File: config.mk
export PLATFORM = sky130hd
export DESIGN_NAME = alu_req_queue
export DESIGN_NICKNAME = d
export VERILOG_FILES = /design/src/rtl/alu_pkg.sv /design/src/rtl/alu_req_queue.sv
export SDC_FILE = /design/constraint.sdc
export NUM_CORES = 1
export LEC_CHECK = 0
export BUFFER_PORTS_ARGS = -buffer_cell sky130_fd_sc_hd__buf_2
export CAP_MARGIN = 20
export CORE_MARGIN = 3
export CORE_UTILIZATION = 50
export DETAILED_ROUTE_END_ITERATION = 8
export PLACE_DENSITY = 0.71
export SLEW_MARGIN = 40
export SYNTH_ARGS = -nofsm -noshare
export SYNTH_HDL_FRONTEND = slang
export SYNTH_SLANG_ARGS = --single-unit
File: constraint.sdc
create_clock -name clk -period 4 [get_ports clk]
set_input_delay 0.6 -clock clk [delete_from_list [all_inputs] [get_ports clk]]
set_output_delay 0.6 -clock clk [all_outputs]
set_load 0.01 [all_outputs]
File: src/rtl/alu_pkg.sv
// Shared types and constants for the execute stage; the credit counts must fit in CNT_W bits
package alu_pkg;

  localparam int REQ_DEPTH   = 4;                  // Queue entries and initial producer credits
  localparam int RSP_CREDITS = 2;                  // Responses downstream can hold after reset
  localparam int CNT_W       = 3;                  // Holds 0..REQ_DEPTH
  localparam int PTR_W       = $clog2(REQ_DEPTH);  // Queue pointer width
  localparam int DIV_STEPS   = 32;                 // One quotient bit per step

  typedef logic [31:0] word_t;
  typedef logic [3:0]  tag_t;

  // Encodings are fixed by the ALU control interface
  typedef enum logic [4:0] {
    OP_AND    = 5'd0,
    OP_OR     = 5'd1,
    OP_ADD    = 5'd2,
    OP_XOR    = 5'd3,
    OP_SUB    = 5'd4,
    OP_NOT    = 5'd5,
    OP_SLL    = 5'd6,
    OP_SRL    = 5'd7,
    OP_SRA    = 5'd8,
    OP_SLT    = 5'd9,
    OP_SLTU   = 5'd10,
    OP_MUL    = 5'd11,   // Low half
    OP_MULH   = 5'd12,   // Signed x signed, high half
    OP_MULHSU = 5'd13,   // Signed x unsigned, high half
    OP_MULHU  = 5'd14,   // Unsigned x unsigned, high half
    OP_DIV    = 5'd15,
    OP_DIVU   = 5'd16,
    OP_REM    = 5'd17,
    OP_REMU   = 5'd18,
    OP_SUBU   = 5'd19    // Unsigned subtract with borrow out
  } alu_op_e;

  typedef struct packed {
    alu_op_e op;
    word_t   a;
    word_t   b;
    tag_t    tag;
  } alu_req_t;

  typedef struct packed {
    word_t result;
    word_t remainder;  // Divider remainder, zero for other ops
    logic  zero;
    logic  negative;
    logic  borrow;
    tag_t  tag;
  } alu_rsp_t;

endpackage

File: src/rtl/alu_req_queue.sv
// Request FIFO that never refuses a push, so the producer must stay within its REQ_DEPTH credits
`timescale 1ns/1ps

module alu_req_queue import alu_pkg::*; (
  input  logic     clk,
  input  logic     rst_n,
  input  logic     req_valid,
  input  alu_req_t req,
  input  logic     pop,
  output alu_req_t head,
  output logic     head_valid,
  output logic     req_credit
);

  alu_req_t             mem [REQ_DEPTH];
  logic [PTR_W-1:0]     wr_ptr;
  logic [PTR_W-1:0]     rd_ptr;
  logic [CNT_W-1:0]     count;

  function automatic logic [PTR_W-1:0] next_ptr(logic [PTR_W-1:0] p);
    return (p == PTR_W'(REQ_DEPTH - 1)) ? '0 : p + 1'b1;
  endfunction

  assign head       = mem[rd_ptr];
  assign head_valid = (count != '0);

  always_ff @(posedge clk)
  begin
    if (!rst_n)
    begin
      wr_ptr     <= '0;
      rd_ptr     <= '0;
      count      <= '0;
      req_credit <= 1'b0;
    end
    else
    begin
      if (req_valid)
        wr_ptr <= next_ptr(wr_ptr);
      if (pop)
        rd_ptr <= next_ptr(rd_ptr);
      case ({req_valid, pop})
        2'b10:   count <= count + 1'b1;
        2'b01:   count <= count - 1'b1;
        default: count <= count;  // Idle or push and pop together
      endcase
      req_credit <= pop;           // One credit back per freed entry
    end
  end

  always_ff @(posedge clk)
  begin
    if (req_valid)
      mem[wr_ptr] <= req;
  end

endmodule

==> run summary <==
The largest net degree at the start of global routing came out at 39. Across all hold checks on the routed design, the worst slack comes to 0.266 ns. The number of buffer and inverter stages on the critical path works out to 2.

The clock tree root driver cell is clkbuf_16. The worst setup path is launched from a register. The logs give 0.161 for the overall routing resource usage and 1 for the depth of the CTS H-tree.

The count of nets left with antenna violations once routing finished came out at 0. Summing over every cut layer, the via total after detailed routing is 4,955. The post-DP HPWL was 11.9 mm. On the critical path, the stage with the largest delay is an instance of dfxtp_4. The critical path is of the register to output pin type. For the number of clock buffers inserted by TritonCTS, the log shows 29.

The via count normalized by instance count was 5.47; the detailed-route wire length was 19.3 mm. TritonCTS built the clock tree. The critical path goes through buf_4, mux4_2, buf_2. The first global-routing pass estimated 30.1 mm of wire.

In this run the most critical hold path is launched from req[69]. The number of antenna violations at the first check in global routing was 3; the largest fanout on the critical path was 31. The tools report the placement-stage worst setup slack as 1.47 ns. The combinational cell fraction of total power is 0.079. The max-slew violation total from the final report is 0, and the floorplan die width is 155 µm. The congestion estimate from routability-driven global placement came to 0.723. For the I/O pin count, the log shows 152.

In the final design database the tool counted 692 nets. The number of different library cells used by synthesis comes to 23. The tools report the buffer count from post-CTS setup fixing as 0.

The worst setup path is captured at an output pin. The run gives 2.41 ns as the data arrival time of the worst path. Setup repair after global routing left no endpoint under its margin. The die covers 0.0240 mm². The tools report the proportion of power drawn by the clock network as 0.391. Fill cells in the final layout number 1,487. The fraction of the yosys area taken by sequential cells was 0.808; the worst clock skew was 0.0292 ns.

The max-slew headroom at the worst pin is 0.573, and the netlist area before placement is 0.0111 mm². Across the run, the number of max-cap violations was 0. The area growth from synthesis to final layout is 18.6%. The net switching power was 0.00139 W. After detailed routing, the number of remaining DRC violations is 0. Broken down by cell family, the worst path's largest delay share belongs to flip-flops. During synthesis, Yosys emitted a total of 0 warnings.

The die is 155 µm tall. The number of buffers inserted by port buffering was 151. The worst register-to-register path begins at wr_ptr[0].

Number of cells produced by synthesis: 429. The net count after synthesis is 513. In this run the mean area of a mapped cell was 25.9 µm². In this run, post-CTS repair resized a total of 0 instances. At the later pin of the worst-skew pair, clock insertion delay measures 0.55 ns. In this run the core area contains 53 standard-cell rows. Buffers inserted to repair hold after CTS numbered 0. For the highest clock frequency the design can meet, the log shows 0.332 GHz. The flow ran to the end, and the final reports show no timing, DRC or antenna violations.

The floorplan step defined a core boundary enclosing 0.0214 mm². Class of the worst hold path: input pin to register. Setup slack on the critical path of the routed design comes to 0.986 ns.

The endpoint required time on the critical path was 3.40 ns; the setup TNS was 0 ns. The DRC violation total after the first TritonRoute iteration was 252; the post-route minimum period was 3.01 ns. The run gives 0.518 as the initial standard-cell utilization of the core. Leaving out fill and tap cells, the most frequent cell in the layout is edfxtp_1. Internal power comes to 0.00551 W. The total setup violations reported at the end of the flow was 0. The actual slew at the worst max-slew pin is 0.640 ns.

The switching part of the total came out at 0.202. The tools report the total global routing overflow as 0. In the layout the commonest cells are 292 x edfxtp_1, 151 x buf_2, 72 x mux4_2. Average wire per cell in the routed design: 21.3 µm. The sequential power share was 0.530; the part of the cycle the worst path needs was 0.753.

The delay of the slowest critical-path stage was 0.75 ns; the clock transition at the registers of the reported paths was 0.06 ns. The number of clock sinks was 302. The logs give 4 for the first-pass iteration count of the detailed router and 0 for the final hold violation count. Power spread over the standard cell area amounts to 524 mW/mm².

Fraction of final layout cells sized beyond drive strength 1: 0.446. The analysis attributes to cell leakage a power of 4.45 nW. For the maximum count of clock buffers along a single path, the log shows 3.

The count of state elements after synthesis is 302. The worst-case IR drop observed on VDD is 0.433 mV. The via count of the first global-routing pass was 5,383.
## final timing paths
kind / endpoint / slack (ns) / cells past startpoint
max: head[28] / 0.99 / 3
min: mem[2][69] / 0.27 / 1
max reg2reg: mem[2][45] / 2.20 / 4
min reg2reg: count[2] / 0.52 / 2
## synthesized netlist by cell type, drive strengths merged
cell type  number  area share
dfxtp          10       0.018
mux4           73        0.15
clkbuf          1     0.00045
inv             6      0.0020
mux2i           2      0.0018
ha              6      0.0068
nor3b           2      0.0014
nand2           1     0.00034
edfxtp        292        0.79
and2            7      0.0039
fa              1      0.0018
o21ai           2     0.00090
nor2b           4      0.0023
xor2            1     0.00079
a21oi           1     0.00045
xnor2           1     0.00079
o21a            1     0.00068
or3             2      0.0011
buf            15       0.017
a21boi          1     0.00068
## layout make-up
cell class	count	area, µm²	area share
tap	275	344	0.0261
antenna	3	7.51	0.000570
inverter	6	22.5	0.00171
multi-input combinational	105	1920	0.146
timing repair buffer	164	941	0.0715
sequential	302	8980	0.682
clock buffer	34	744	0.0566
clock inverter	17	204	0.0155
## per-layer routing
metal	GRT usage	vias up	wire length, µm
met1	0.219	2552	7820
met3	0.0367	41	1260
met4	0.0517	2	592
li1	-	2194	-
met2	0.263	166	9590
met5	0	-	13
## stage by stage
step                      instances  cell area [µm²]  total power [W]   util
after detailed placement        852            12200          0.00428  0.570
after global routing            905            13200          0.00716  0.614
final                           906            13200          0.00690  0.614
after CTS                       903            13200          0.00700  0.614
after floorplan                 429            11100          0.00405      -
after global placement          846            12100          0.00425  0.564
## flip-flops by register name, indices dropped and copies added (netlist names), named ones only
name and cells:
rd_ptr 2, wr_ptr 2, count 3, req_credit 1
mem 292
## power by group through the flow
| stage | Clock (W) | Sequential [W] | Combinational [W] |
|---|---|---|---|
| after floorplan | 0 | 0.00370 | 0.000346 |
| after global placement | 0 | 0.00373 | 0.000513 |
| after detailed placement | 0 | 0.00373 | 0.000556 |
| after CTS | 0.00278 | 0.00366 | 0.000557 |
| after global routing | 0.00290 | 0.00367 | 0.000591 |
| final | 0.00270 | 0.00366 | 0.000542 |
## cells by family (layout without fill, tap and decap cells)
| logic type | after synthesis | after routing | share of synthesized area |
|---|---|---|---|
| muxes | 75 | 75 | 0.150 |
| and+or+nand+nor | 16 | 16 | 0.00902 |
| other | 0 | 3 | 0 |
| xor gates and xnor gates | 2 | 2 | 0.00158 |
| buffers and inverters | 22 | 221 | 0.0193 |
| adders and majority gates | 7 | 7 | 0.00857 |
| DFF | 302 | 302 | 0.808 |
| AOI/OAI and AO/OA | 5 | 5 | 0.00271 |
No activity file was read; power rests on OpenSTA's default activity.
