==> config.mk <==
export PLATFORM = sky130hd
export DESIGN_NAME = alu_issue
export DESIGN_NICKNAME = d
export VERILOG_FILES = /design/src/rtl/alu_pkg.sv /design/src/rtl/alu_issue.sv
export SDC_FILE = /design/constraint.sdc
export NUM_CORES = 1
export LEC_CHECK = 0
export BUFFER_PORTS_ARGS = -buffer_cell sky130_fd_sc_hd__clkbuf_2
export CAP_MARGIN = 15
export CORE_AREA = 2 2 151 153
export DETAILED_ROUTE_END_ITERATION = 10
export DIE_AREA = 0 0 153 155
export GPL_ROUTABILITY_DRIVEN = 0
export PLACE_DENSITY_LB_ADDON = 0.2
export SYNTH_ARGS = -nofsm -noshare
export SYNTH_HDL_FRONTEND = slang
export SYNTH_SLANG_ARGS = --single-unit
==> constraint.sdc <==
create_clock -name clk -period 3.4 [get_ports clk]
set_clock_uncertainty 0.15 [all_clocks]
set_input_delay 0.17 -clock clk [delete_from_list [all_inputs] [get_ports clk]]
set_output_delay 0.17 -clock clk [all_outputs]
set_load 0.005 [all_outputs]
==> src/rtl/alu_pkg.sv <==
// Shared types and constants for the execute stage; the credit counts must fit in CNT_W bits
package alu_pkg;

  localparam int REQ_DEPTH   = 4;                  // Queue entries and initial producer credits
  localparam int RSP_CREDITS = 2;                  // Responses downstream can hold after reset
  localparam int CNT_W       = 3;                  // Holds 0..REQ_DEPTH
  localparam int PTR_W       = $clog2(REQ_DEPTH);  // Queue pointer width
  localparam int DIV_STEPS   = 32;                 // One quotient bit per step

  typedef logic [31:0] word_t;
  typedef logic [3:0]  tag_t;

  // Encodings are fixed by the ALU control interface
  typedef enum logic [4:0] {
    OP_AND    = 5'd0,
    OP_OR     = 5'd1,
    OP_ADD    = 5'd2,
    OP_XOR    = 5'd3,
    OP_SUB    = 5'd4,
    OP_NOT    = 5'd5,
    OP_SLL    = 5'd6,
    OP_SRL    = 5'd7,
    OP_SRA    = 5'd8,
    OP_SLT    = 5'd9,
    OP_SLTU   = 5'd10,
    OP_MUL    = 5'd11,   // Low half
    OP_MULH   = 5'd12,   // Signed x signed, high half
    OP_MULHSU = 5'd13,   // Signed x unsigned, high half
    OP_MULHU  = 5'd14,   // Unsigned x unsigned, high half
    OP_DIV    = 5'd15,
    OP_DIVU   = 5'd16,
    OP_REM    = 5'd17,
    OP_REMU   = 5'd18,
    OP_SUBU   = 5'd19    // Unsigned subtract with borrow out
  } alu_op_e;

  typedef struct packed {
    alu_op_e op;
    word_t   a;
    word_t   b;
    tag_t    tag;
  } alu_req_t;

  typedef struct packed {
    word_t result;
    word_t remainder;  // Divider remainder, zero for other ops
    logic  zero;
    logic  negative;
    logic  borrow;
    tag_t  tag;
  } alu_rsp_t;

endpackage

==> src/rtl/alu_issue.sv <==
// In-order issue with one response in flight at a time; pops only when a response credit is free
`timescale 1ns/1ps

module alu_issue import alu_pkg::*; (
  input  logic     clk,
  input  logic     rst_n,
  input  alu_req_t head,
  input  logic     head_valid,
  output logic     pop,
  output alu_req_t core_req,
  input  word_t    core_result,
  input  logic     core_zero,
  input  logic     core_negative,
  input  logic     core_borrow,
  output logic     div_start,
  output word_t    dividend,
  output word_t    divisor,
  output logic     is_signed,
  input  logic     div_done,
  input  word_t    quotient,
  input  word_t    remainder,
  output logic     rsp_valid,
  output alu_rsp_t rsp,
  input  logic     rsp_credit
);

  typedef enum logic {
    ST_ACCEPT,
    ST_WAIT_DIV
  } issue_state_e;

  issue_state_e     state;
  alu_req_t         cur;              // Popped request
  logic             cur_valid;
  logic             cur_is_div;
  logic             head_is_div;
  logic             pending;          // A response is owed
  logic             div_rsp_valid;
  alu_rsp_t         div_rsp;
  alu_rsp_t         core_rsp;
  word_t            div_pick;
  logic [CNT_W-1:0] rsp_credit_cnt;

  function automatic logic op_is_div(alu_op_e op);
    return op inside {OP_DIV, OP_DIVU, OP_REM, OP_REMU};
  endfunction

  assign head_is_div = op_is_div(head.op);
  assign cur_is_div  = op_is_div(cur.op);
  assign pending     = cur_valid || div_rsp_valid;
  assign pop         = (state == ST_ACCEPT) && head_valid && (rsp_credit_cnt > CNT_W'(pending));

  assign core_req  = cur;
  assign dividend  = cur.a;
  assign divisor   = cur.b;
  assign is_signed = (cur.op == OP_DIV) || (cur.op == OP_REM);
  assign div_start = cur_valid && cur_is_div;
  assign div_pick  = (cur.op == OP_DIV || cur.op == OP_DIVU) ? quotient : remainder;

  always_comb
  begin
    core_rsp.result    = core_result;
    core_rsp.remainder = '0;
    core_rsp.zero      = core_zero;
    core_rsp.negative  = core_negative;
    core_rsp.borrow    = core_borrow;
    core_rsp.tag       = cur.tag;
  end

  // Both sources cannot be valid together since a divide blocks further pops
  assign rsp_valid = (cur_valid && !cur_is_div) || div_rsp_valid;
  assign rsp       = div_rsp_valid ? div_rsp : core_rsp;

  always_ff @(posedge clk)
  begin
    if (!rst_n)
    begin
      state          <= ST_ACCEPT;
      cur_valid      <= 1'b0;
      div_rsp_valid  <= 1'b0;
      rsp_credit_cnt <= CNT_W'(RSP_CREDITS);
    end
    else
    begin
      cur_valid     <= pop;
      div_rsp_valid <= div_done;
      if (state == ST_ACCEPT && pop && head_is_div)
        state <= ST_WAIT_DIV;
      else if (state == ST_WAIT_DIV && div_done)
        state <= ST_ACCEPT;
      case ({rsp_valid, rsp_credit})
        2'b10:   rsp_credit_cnt <= rsp_credit_cnt - 1'b1;
        2'b01:   rsp_credit_cnt <= rsp_credit_cnt + 1'b1;
        default: rsp_credit_cnt <= rsp_credit_cnt;
      endcase
    end
  end

  always_ff @(posedge clk)
  begin
    if (pop)
      cur <= head;
    if (div_done)
    begin
      div_rsp.result    <= div_pick;
      div_rsp.remainder <= remainder;
      div_rsp.zero      <= (div_pick == '0);
      div_rsp.negative  <= div_pick[31];
      div_rsp.borrow    <= 1'b0;
      div_rsp.tag       <= cur.tag;   // cur is held for the whole division
    end
  end

endmodule

==> results.cfg <==
[run_status]
outcome = finished, final reports clean

[worst_setup_path]
arrival_ns = 2.40
end_kind = output port
crit_fanout = 41
cp-start-kind = flip-flop
crit_type = flip-flop to output port
crit_required_ns = 3.08

[final_layout]
n_fill_cell = 2043
antenna_cells = 0
seq_area_um2 = 4385
final_util_pct = 45.52
nNetsFinal = 1047
drive_gt1_share_pct = 56.48
syn_to_final_growth_pct = 59.51
fin_cells = 1165
multi_input_area_um2 = 1399

[synth]
syn_avg_cell_area_um2 = 16.22
yosysUniqueCellTypes = 34
synth_area_um2 = 6344
synth_cells = 391
synth_common_cells = 142 x edfxtp_1, 68 x mux2_2, 64 x buf_4
yosys-top-cells-area = edfxtp_1 67%, mux2_2 12%, buf_4 7.6%
synthArstFlopShare_pct = 0
ys_ff_latch = 148
yosysMostFrequentCell = edfxtp_1
synth-edff-count = 142
yosys_most_used_dff = edfxtp_1
yosysTopAreaCell = edfxtp_1
yosysTopAreaCellShare_pct = 67.22
synth_warnings = 0
yosysSeqAreaShare_pct = 69.11
synth_nets = 571

[power]
leakage_nw = 4.436
power_mw = 5.017
ir_worst_vdd_v = 0.0002801
powerDensity_nw_per_um2 = 495.8

[timing]
max_freq_ghz = 0.3676
hold_slack_ns = 0.07842
finalSetupTns_ns = 0
finalCriticalPeriod_ns = 2.720
period_share_pct = 80.01
setup_viol = 0
final-hold-violation-count = 0
slew_headroom_pct = 42.91
drv_slew = 0
rsz0062_at_grt = no
tightest_slew_ns = 0.8564

[floorplan]
die_x_um = 153
die_area_um2 = 23720
die_y_um = 155
rows = 55
core-area_um2 = 22230
io_pins = 389
initial_core_util_pct = 28.54

[routing]
ant_nets = 0
drtIter0Drc = 211
routed_wl_mm = 19.69
vias = 5036
routedWlPerCell_um = 16.90
drc = 0
via_per_inst = 4.323
drt-pass1-iter-count = 7

[cts]
htree_levels = 4
clk_pin_slew_ns = 0.06
clk_latency_ns = 0.41
cts_resized = 0
cts.path.max_buffers = 2
clockRootBuffer = clkbuf_16
cts_tree = built
clock-sinks = 148
cts_made_buffers = 17

[global_routing]
grt_overflow = 0
grt_pass1_wl_mm = 28.97
grt_max_degree = 75
antenna_found_initial = 0
grt_pass1_vias = 5193
grt_usage_pct = 16.06

[flow_run]
maxCapViolCount = 0

[worst_hold_path]
hp-class = input pin to flip-flop

[placed_design]
place_inst = 995
hpwl_mm = 14.70
portBuffers = 388
[state kept, by name (all words and copies together) (netlist names)]
signal          count
div_rsp_valid       1
dividend           32
cur_valid           1
rsp_credit_cnt      3
core_req            9
divisor            32
state               1
div_rsp            69
[through the flow]
stage          worst slack, ns  instance area [um^2]
3_5_place_dp            0.7911                  8167
2_1_floorplan           0.6354                  6345
3_3_place_gp            0.9201                  8167
5_1_grt                 0.5482                 10120
6_report                0.6796                 10120
4_1_cts                 0.6341                 10120
[final timing paths]
kind | start | depth (start not counted) | end | slack [ns]
worst max-delay path | cur_valid | 6 | pop | 0.68
worst min-delay path | rsp_credit | 4 | rsp_credit_cnt[1] | 0.08
worst max register to register | core_req[72] | 10 | rsp_credit_cnt[2] | 0.78
worst min register to register | core_req[2] | 0 | div_rsp[2] | 0.33
[per-layer routing]
layer  wire [um]  global-route usage (%)
met5           0                       0
met4         337                   5.291
met1        7265                   17.20
met2       10740                   30.58
met3        1348                   4.318
[layout by cell type, fill, tap and decap left out, types with 2 or more instances in the layout]
cell type and n:
clkbuf_2 387, edfxtp_1 142, dlygate4sd3_1 138, mux2_2 68
and2_1 36, clkbuf_16 17, nor4_1 16, inv_1 7
inv_6 7, o21ai_0 5, nor2_1 5, nand4_1 5
dfxtp_1 5, buf_4 5, nand2_1 3, inv_8 3
nor2b_1 2, a21o_1 2, a21boi_0 2, ha_1 2
clkinv_1 2
[power breakdown]
group / internal, mW / switching (mW) / total, mW
clock: 1.03 / 0.825 / 1.86
combinational: 0.455 / 0.374 / 0.828
sequential: 2.23 / 0.0988 / 2.33
total: 3.72 / 1.30 / 5.02
[kinds of logic (layout without fill, tap and decap cells)]
family | count (synthesis) | in the layout | synth area share [%]
buffers and inverters | 82 | 571 | 9.014
and+or+nand+nor | 73 | 73 | 7.002
adders and majority gates | 3 | 3 | 0.7100
AOI/OAI and AO/OA | 14 | 14 | 1.657
DFF | 148 | 148 | 69.11
xor gates and xnor gates | 2 | 2 | 0.2762
muxes | 69 | 69 | 12.23
[final cells by class]
| class | count | share of cell area [%] |
|---|---|---|
| Timing Repair Buffer | 532 | 33.41 |
| Clock buffer | 17 | 4.204 |
| Multi-Input combinational cell | 161 | 13.82 |
| Clock inverter | 15 | 1.434 |
| Tap cell | 285 | 3.524 |
| Inverter | 7 | 0.2597 |
| Sequential cell | 148 | 43.34 |
[worst max-delay path, stage by stage, from the launching register on]
cell      delay [ns]
dfxtp_1         0.33
or2_2           0.27
ha_1            0.28
nor2_1          0.13
o311a_4         0.53
buf_12          0.26
clkbuf_2        0.14
[what timing repair did]
action | CTS | global route
setup buffers | 0 | 0
hold buffers | 138 | 0
endpoints found under the hold margin | 143 | 0
Power figures use the tool's default switching activity.
