==> src/rtl/alu_pkg.sv <==
// Shared types and constants for the execute stage; the credit counts must fit in CNT_W bits
package alu_pkg;

  localparam int REQ_DEPTH   = 4;                  // Queue entries and initial producer credits
  localparam int RSP_CREDITS = 2;                  // Responses downstream can hold after reset
  localparam int CNT_W       = 3;                  // Holds 0..REQ_DEPTH
  localparam int PTR_W       = $clog2(REQ_DEPTH);  // Queue pointer width
  localparam int DIV_STEPS   = 32;                 // One quotient bit per step

  typedef logic [31:0] word_t;
  typedef logic [3:0]  tag_t;

  // Encodings are fixed by the ALU control interface
  typedef enum logic [4:0] {
    OP_AND    = 5'd0,
    OP_OR     = 5'd1,
    OP_ADD    = 5'd2,
    OP_XOR    = 5'd3,
    OP_SUB    = 5'd4,
    OP_NOT    = 5'd5,
    OP_SLL    = 5'd6,
    OP_SRL    = 5'd7,
    OP_SRA    = 5'd8,
    OP_SLT    = 5'd9,
    OP_SLTU   = 5'd10,
    OP_MUL    = 5'd11,   // Low half
    OP_MULH   = 5'd12,   // Signed x signed, high half
    OP_MULHSU = 5'd13,   // Signed x unsigned, high half
    OP_MULHU  = 5'd14,   // Unsigned x unsigned, high half
    OP_DIV    = 5'd15,
    OP_DIVU   = 5'd16,
    OP_REM    = 5'd17,
    OP_REMU   = 5'd18,
    OP_SUBU   = 5'd19    // Unsigned subtract with borrow out
  } alu_op_e;

  typedef struct packed {
    alu_op_e op;
    word_t   a;
    word_t   b;
    tag_t    tag;
  } alu_req_t;

  typedef struct packed {
    word_t result;
    word_t remainder;  // Divider remainder, zero for other ops
    logic  zero;
    logic  negative;
    logic  borrow;
    tag_t  tag;
  } alu_rsp_t;

endpackage

==> src/rtl/alu_divider.sv <==
// Restoring divider taking 33 cycles from div_start to div_done; starts while busy are ignored
`timescale 1ns/1ps

module alu_divider import alu_pkg::*; (
  input  logic  clk,
  input  logic  rst_n,
  input  logic  div_start,
  input  word_t dividend,
  input  word_t divisor,
  input  logic  is_signed,
  output logic  div_done,
  output word_t quotient,
  output word_t remainder
);

  typedef enum logic [1:0] {
    DIV_IDLE,
    DIV_RUN,
    DIV_FIX
  } div_state_e;

  div_state_e  state;
  logic [4:0]  step;
  word_t       acc;      // Partial remainder
  word_t       quo;      // Dividend bits shifting out, quotient bits shifting in
  word_t       dvs;      // Divisor magnitude
  word_t       mag_a;
  word_t       mag_b;
  logic        neg_q;
  logic        neg_r;
  logic        by_zero;
  logic [32:0] shifted;
  logic [33:0] trial;

  assign mag_a = (is_signed && dividend[31]) ? -dividend : dividend;
  assign mag_b = (is_signed && divisor[31]) ? -divisor : divisor;

  assign shifted = {acc, quo[31]};
  assign trial   = {1'b0, shifted} - {2'b00, dvs};  // MSB set when divisor does not fit

  always_ff @(posedge clk)
  begin
    if (!rst_n)
    begin
      state <= DIV_IDLE;
      step  <= '0;
    end
    else
    begin
      case (state)
        DIV_IDLE:
        begin
          step <= '0;
          if (div_start)
            state <= DIV_RUN;
        end
        DIV_RUN:
        begin
          step <= step + 1'b1;
          if (step == 5'(DIV_STEPS - 1))
            state <= DIV_FIX;
        end
        default: state <= DIV_IDLE;  // Fix lasts one cycle
      endcase
    end
  end

  always_ff @(posedge clk)
  begin
    if (state == DIV_IDLE && div_start)
    begin
      acc     <= '0;
      quo     <= mag_a;
      dvs     <= mag_b;
      neg_q   <= is_signed && (dividend[31] ^ divisor[31]);
      neg_r   <= is_signed && dividend[31];  // Remainder takes the dividend sign
      by_zero <= (divisor == '0);
    end
    else if (state == DIV_RUN)
    begin
      if (!trial[33])
      begin
        acc <= trial[31:0];
        quo <= {quo[30:0], 1'b1};
      end
      else
      begin
        acc <= shifted[31:0];
        quo <= {quo[30:0], 1'b0};
      end
    end
  end

  // Overflow case -2^31 / -1 lands on 0x80000000 rem 0 without special handling
  // Divide by zero leaves the dividend in acc, so only the quotient needs forcing
  assign div_done  = (state == DIV_FIX);
  assign quotient  = by_zero ? '1 : (neg_q ? -quo : quo);
  assign remainder = neg_r ? -acc : acc;

endmodule

==> config.mk <==
export PLATFORM = sky130hd
export DESIGN_NAME = alu_divider
export DESIGN_NICKNAME = d
export VERILOG_FILES = /design/src/rtl/alu_pkg.sv /design/src/rtl/alu_divider.sv
export SDC_FILE = /design/constraint.sdc
export NUM_CORES = 1
export LEC_CHECK = 0
export BUFFER_PORTS_ARGS = -buffer_cell sky130_fd_sc_hd__buf_2
export CORE_UTILIZATION = 45
export CTS_CLUSTER_DIAMETER = 60
export DETAILED_ROUTE_END_ITERATION = 8
export GPL_TIMING_DRIVEN = 1
export HOLD_SLACK_MARGIN = 0.03
export PLACE_DENSITY = 0.69
export SLEW_MARGIN = 20
export SYNTH_ARGS = -nofsm -noshare
export SYNTH_HDL_FRONTEND = slang
export SYNTH_SLANG_ARGS = --single-unit
==> constraint.sdc <==
create_clock -name clk -period 4 [get_ports clk]
set_input_delay 0.4 -clock clk [delete_from_list [all_inputs] [get_ports clk]]
set_output_delay 0.4 -clock clk [all_outputs]
set_load 0.01 [all_outputs]
==> impl_metrics.env <==
export IMPL_status="complete, but fails checks"
export IMPL_violations="DRC"
export IMPL_synthCells=999
export IMPL_dieArea_um2=19200
export IMPL_report_final_slew_viol_count=0
export IMPL_drc=28
export IMPL_vias_per_cell=5.54
export IMPL_slew_headroom_pct=32.8
export IMPL_synthArstFlopShare_pct=0
export IMPL_track_usage_pct=21.8
export IMPL_max_stage_delay_ps=470
export IMPL_initial_core_util_pct=46.3
export IMPL_rsz0062_at_grt="no"
export IMPL_intPower_w=0.00357
export IMPL_pwr_share_clk_pct=12.5
export IMPL_grt_max_degree=70
export IMPL_crit_path_end_kind="output port"
export IMPL_gp_congestion=0.860
export IMPL_p_seq_share_pct=28.1
export IMPL_layout_drive_gt1_share_pct=15.5
export IMPL_core_um2=18100
export IMPL_cts_made_buffers=9
export IMPL_hold_violations=0
export IMPL_crit_required_ps=3600
export IMPL_nFillCells=1726
export IMPL_finalClockSkew_ps=6.99
export IMPL_power_w=0.00648
export IMPL_grt_pass1_wl_um=34200
export IMPL_grt_overflow=0
export IMPL_cp_arrival_ps=3430
export IMPL_path_buf_inv=1
export IMPL_vias=7480
export IMPL_hold_path_class="primary input to register"
export IMPL_worstReg2RegStart="acc[7]$_SDFFE_PP0P_"
export IMPL_hold_end="dvs[0]$_DFFE_PP_"
export IMPL_holdCritStartpoint="divisor[0]"
export IMPL_ctsLongestPathBuffers=2
export IMPL_synth_seq_cells=106
export IMPL_combPwrFrac_pct=59.4
export IMPL_ant_nets=0
export IMPL_fin_nets=1221
export IMPL_tns_ps=0
export IMPL_synth_seq_area_share_pct=33.3
export IMPL_crit_chain="or3_4 > or4_4 > or3_4 > nand2b_4 > nand2b_4 > or4_4 > o31ai_4 > xor2_1 > nand2_1 > buf_2"
export IMPL_switchingPower_w=0.00291
export IMPL_yosys_cell_types_count=66
export IMPL_dr_pass1_iters=6
export IMPL_p_per_area_nw_per_um2=679
export IMPL_ioPinCount=133
export IMPL_cts_tree="yes"
export IMPL_r2r_slack_ps=570
export IMPL_htree_levels=3
export IMPL_synth_area_um2=8370
export IMPL_yosysWarnings=0
export IMPL_start_kind="register"
export IMPL_clock_sinks=106
export IMPL_max_vdd_ir_drop_v=0.000303
export IMPL_final_util_pct=52.7
export IMPL_clk_pin_slew_ps=70
export IMPL_worst_slew_pin_slew_ps=1010
export IMPL_cp_slowest_cell="or4_4"
export IMPL_dp_hpwl_um=15900
export IMPL_die_w_um=138
export IMPL_antenna_found_initial=1
export IMPL_ys_dominant_reg_cell="edfxtp_1"
export IMPL_cp_depth=10
export IMPL_p_leak_nw=4.06
export IMPL_worstPathMaxFanout=5
export IMPL_cts_resized_gates=0
export IMPL_fp_row_count=49
export IMPL_syn_to_final_growth_pct=13.9
export IMPL_synth_edf_count=67
export IMPL_cts_hold_buf=0
export IMPL_final_min_clock_period_ps=3830
export IMPL_crit_type="register to output port"
export IMPL_switching_share_pct=45.0
export IMPL_post_cts_setup_buffer_count=0
export IMPL_post_drt_wl_per_cell_um=15.2
export IMPL_cap_violations=0
export IMPL_synth_nets=1106
export IMPL_fp_dieH_um=138
export IMPL_path_delay_family="simple AND/OR/NAND/NOR gates"
export IMPL_hold_path_depth=1
export IMPL_max_freq_ghz=0.261
export IMPL_ff2ff_path_depth=11
export IMPL_io_buffers=132
export IMPL_crit_start="quo[8]$_DFFE_PP_"
export IMPL_root_buffer="clkbuf_16"
export IMPL_finalSetupViolCount=0
export IMPL_period_share_pct=95.6
export IMPL_grt_pass1_vias=6856
export IMPL_clk_latency_ps=350
export IMPL_syn_avg_cell_area_um2=8.38
export IMPL_r2r_end="acc[0]$_SDFFE_PP0P_"
export IMPL_wirelength_um=20500
export IMPL_dr_first_iter_drc_count=529
## cell families (layout without fill, tap and decap cells)
kind of cell               Yosys count  count (layout)  synth area share (%)
and+or+nand+nor                    313             313                  18.6
buffers and inverters              104             224                  4.78
xor gates and xnor gates           138             138                  14.4
DFF                                106             106                  33.3
AOI/OAI and AO/OA                  278             278                  20.4
adders and majority gates           39              39                  5.92
muxes                               21              21                  2.51
other                                0               2                     0
## layout by cell type (no fill, tap or decap), drive strengths merged, types with 38 or more instances in the layout
master  count
nand2     133
edfxtp     67
a21oi      65
buf       147
nor2       44
xor2       60
ha         38
o21ai     104
inv        62
dfxtp      39
xnor2      78
## Yosys cell counts, types with 5 or more instances
cell type,instances,area (um2)
nand2_1,133,499
o21ai_0,99,495
xnor2_1,78,683
edfxtp_1,67,2010
a21oi_1,65,325
inv_1,61,229
xor2_1,60,526
nor2_1,44,165
dfxtp_1,39,781
ha_1,38,475
clkbuf_1,37,139
o31ai_1,33,248
mux2i_1,21,210
nand3_1,20,100
nor3_1,18,90.1
nor4_1,17,106
and3_1,15,93.8
nor2b_1,12,75.1
o41ai_1,11,96.3
nand2b_1,10,62.6
a21o_1,9,67.6
a31oi_1,9,56.3
or4_1,8,60.1
or3_1,7,43.8
nand4_1,6,37.5
o21a_1,6,45.0
o21ai_1,5,25.0
o21bai_1,5,37.5
## worst register-to-register path, stage by stage (launching register included)
cell       delay [ps]
dfxtp_1           460
ha_1              350
a21oi_1           290
o211ai_1          140
o2111ai_1         120
o211ai_1          210
a2111oi_0         470
nor4_1            170
nor4_4            260
buf_4             460
nor3_1            120
a311o_1           270
## flip-flops by register name, indices dropped and copies added, names as in the netlist
register  cells
dvs          32
neg_q         1
by_zero       1
quo          32
acc          32
step          5
state         2
neg_r         1
## power by group through the flow
stage,combinational (W),sequential (W),clock (W)
after floorplan,0.00285,0.00169,0
after global placement,0.00379,0.00183,0
after detailed placement,0.00383,0.00184,0
after CTS,0.00384,0.00182,0.000828
after global routing,0.00431,0.00186,0.000865
final,0.00385,0.00182,0.000811
## routing by layer
| metal | wire, um | GRT usage, % |
|---|---|---|
| met2 | 8790 | 33.7 |
| met5 | 0 | 0 |
| met1 | 10200 | 30.7 |
| met3 | 1370 | 5.20 |
| met4 | 201 | 5.09 |
## final cells by class
cell class,instances,area (um2),area share [%]
multi-input combinational,789,5180,54.3
timing repair buffer,147,781,8.18
sequential,106,2790,29.3
antenna,2,5.00,0.0525
clock buffer,11,233,2.44
tap,229,287,3.00
inverter,61,229,2.40
clock inverter,5,30.0,0.315
## worst max-delay path by stage
stage / end
after floorplan: quotient[28]
after global placement: quotient[31]
after detailed placement: quotient[28]
after CTS: quotient[28]
after global routing: quotient[30]
final: quotient[28]
## stage by stage
| step | hold slack [ps] | area [um2] | cells | worst slack (ps) |
|---|---|---|---|---|
| 2_1_floorplan | 483 | 8370 | 999 | 850 |
| 3_3_place_gp | 498 | 9260 | 1331 | 478 |
| 3_5_place_dp | 516 | 9260 | 1331 | 572 |
| 4_1_cts | 277 | 9520 | 1347 | 163 |
| 5_1_grt | 278 | 9540 | 1348 | 32.4 |
| 6_report | 285 | 9540 | 1350 | 175 |
Note: power is estimated with default switching activity, not from simulation.
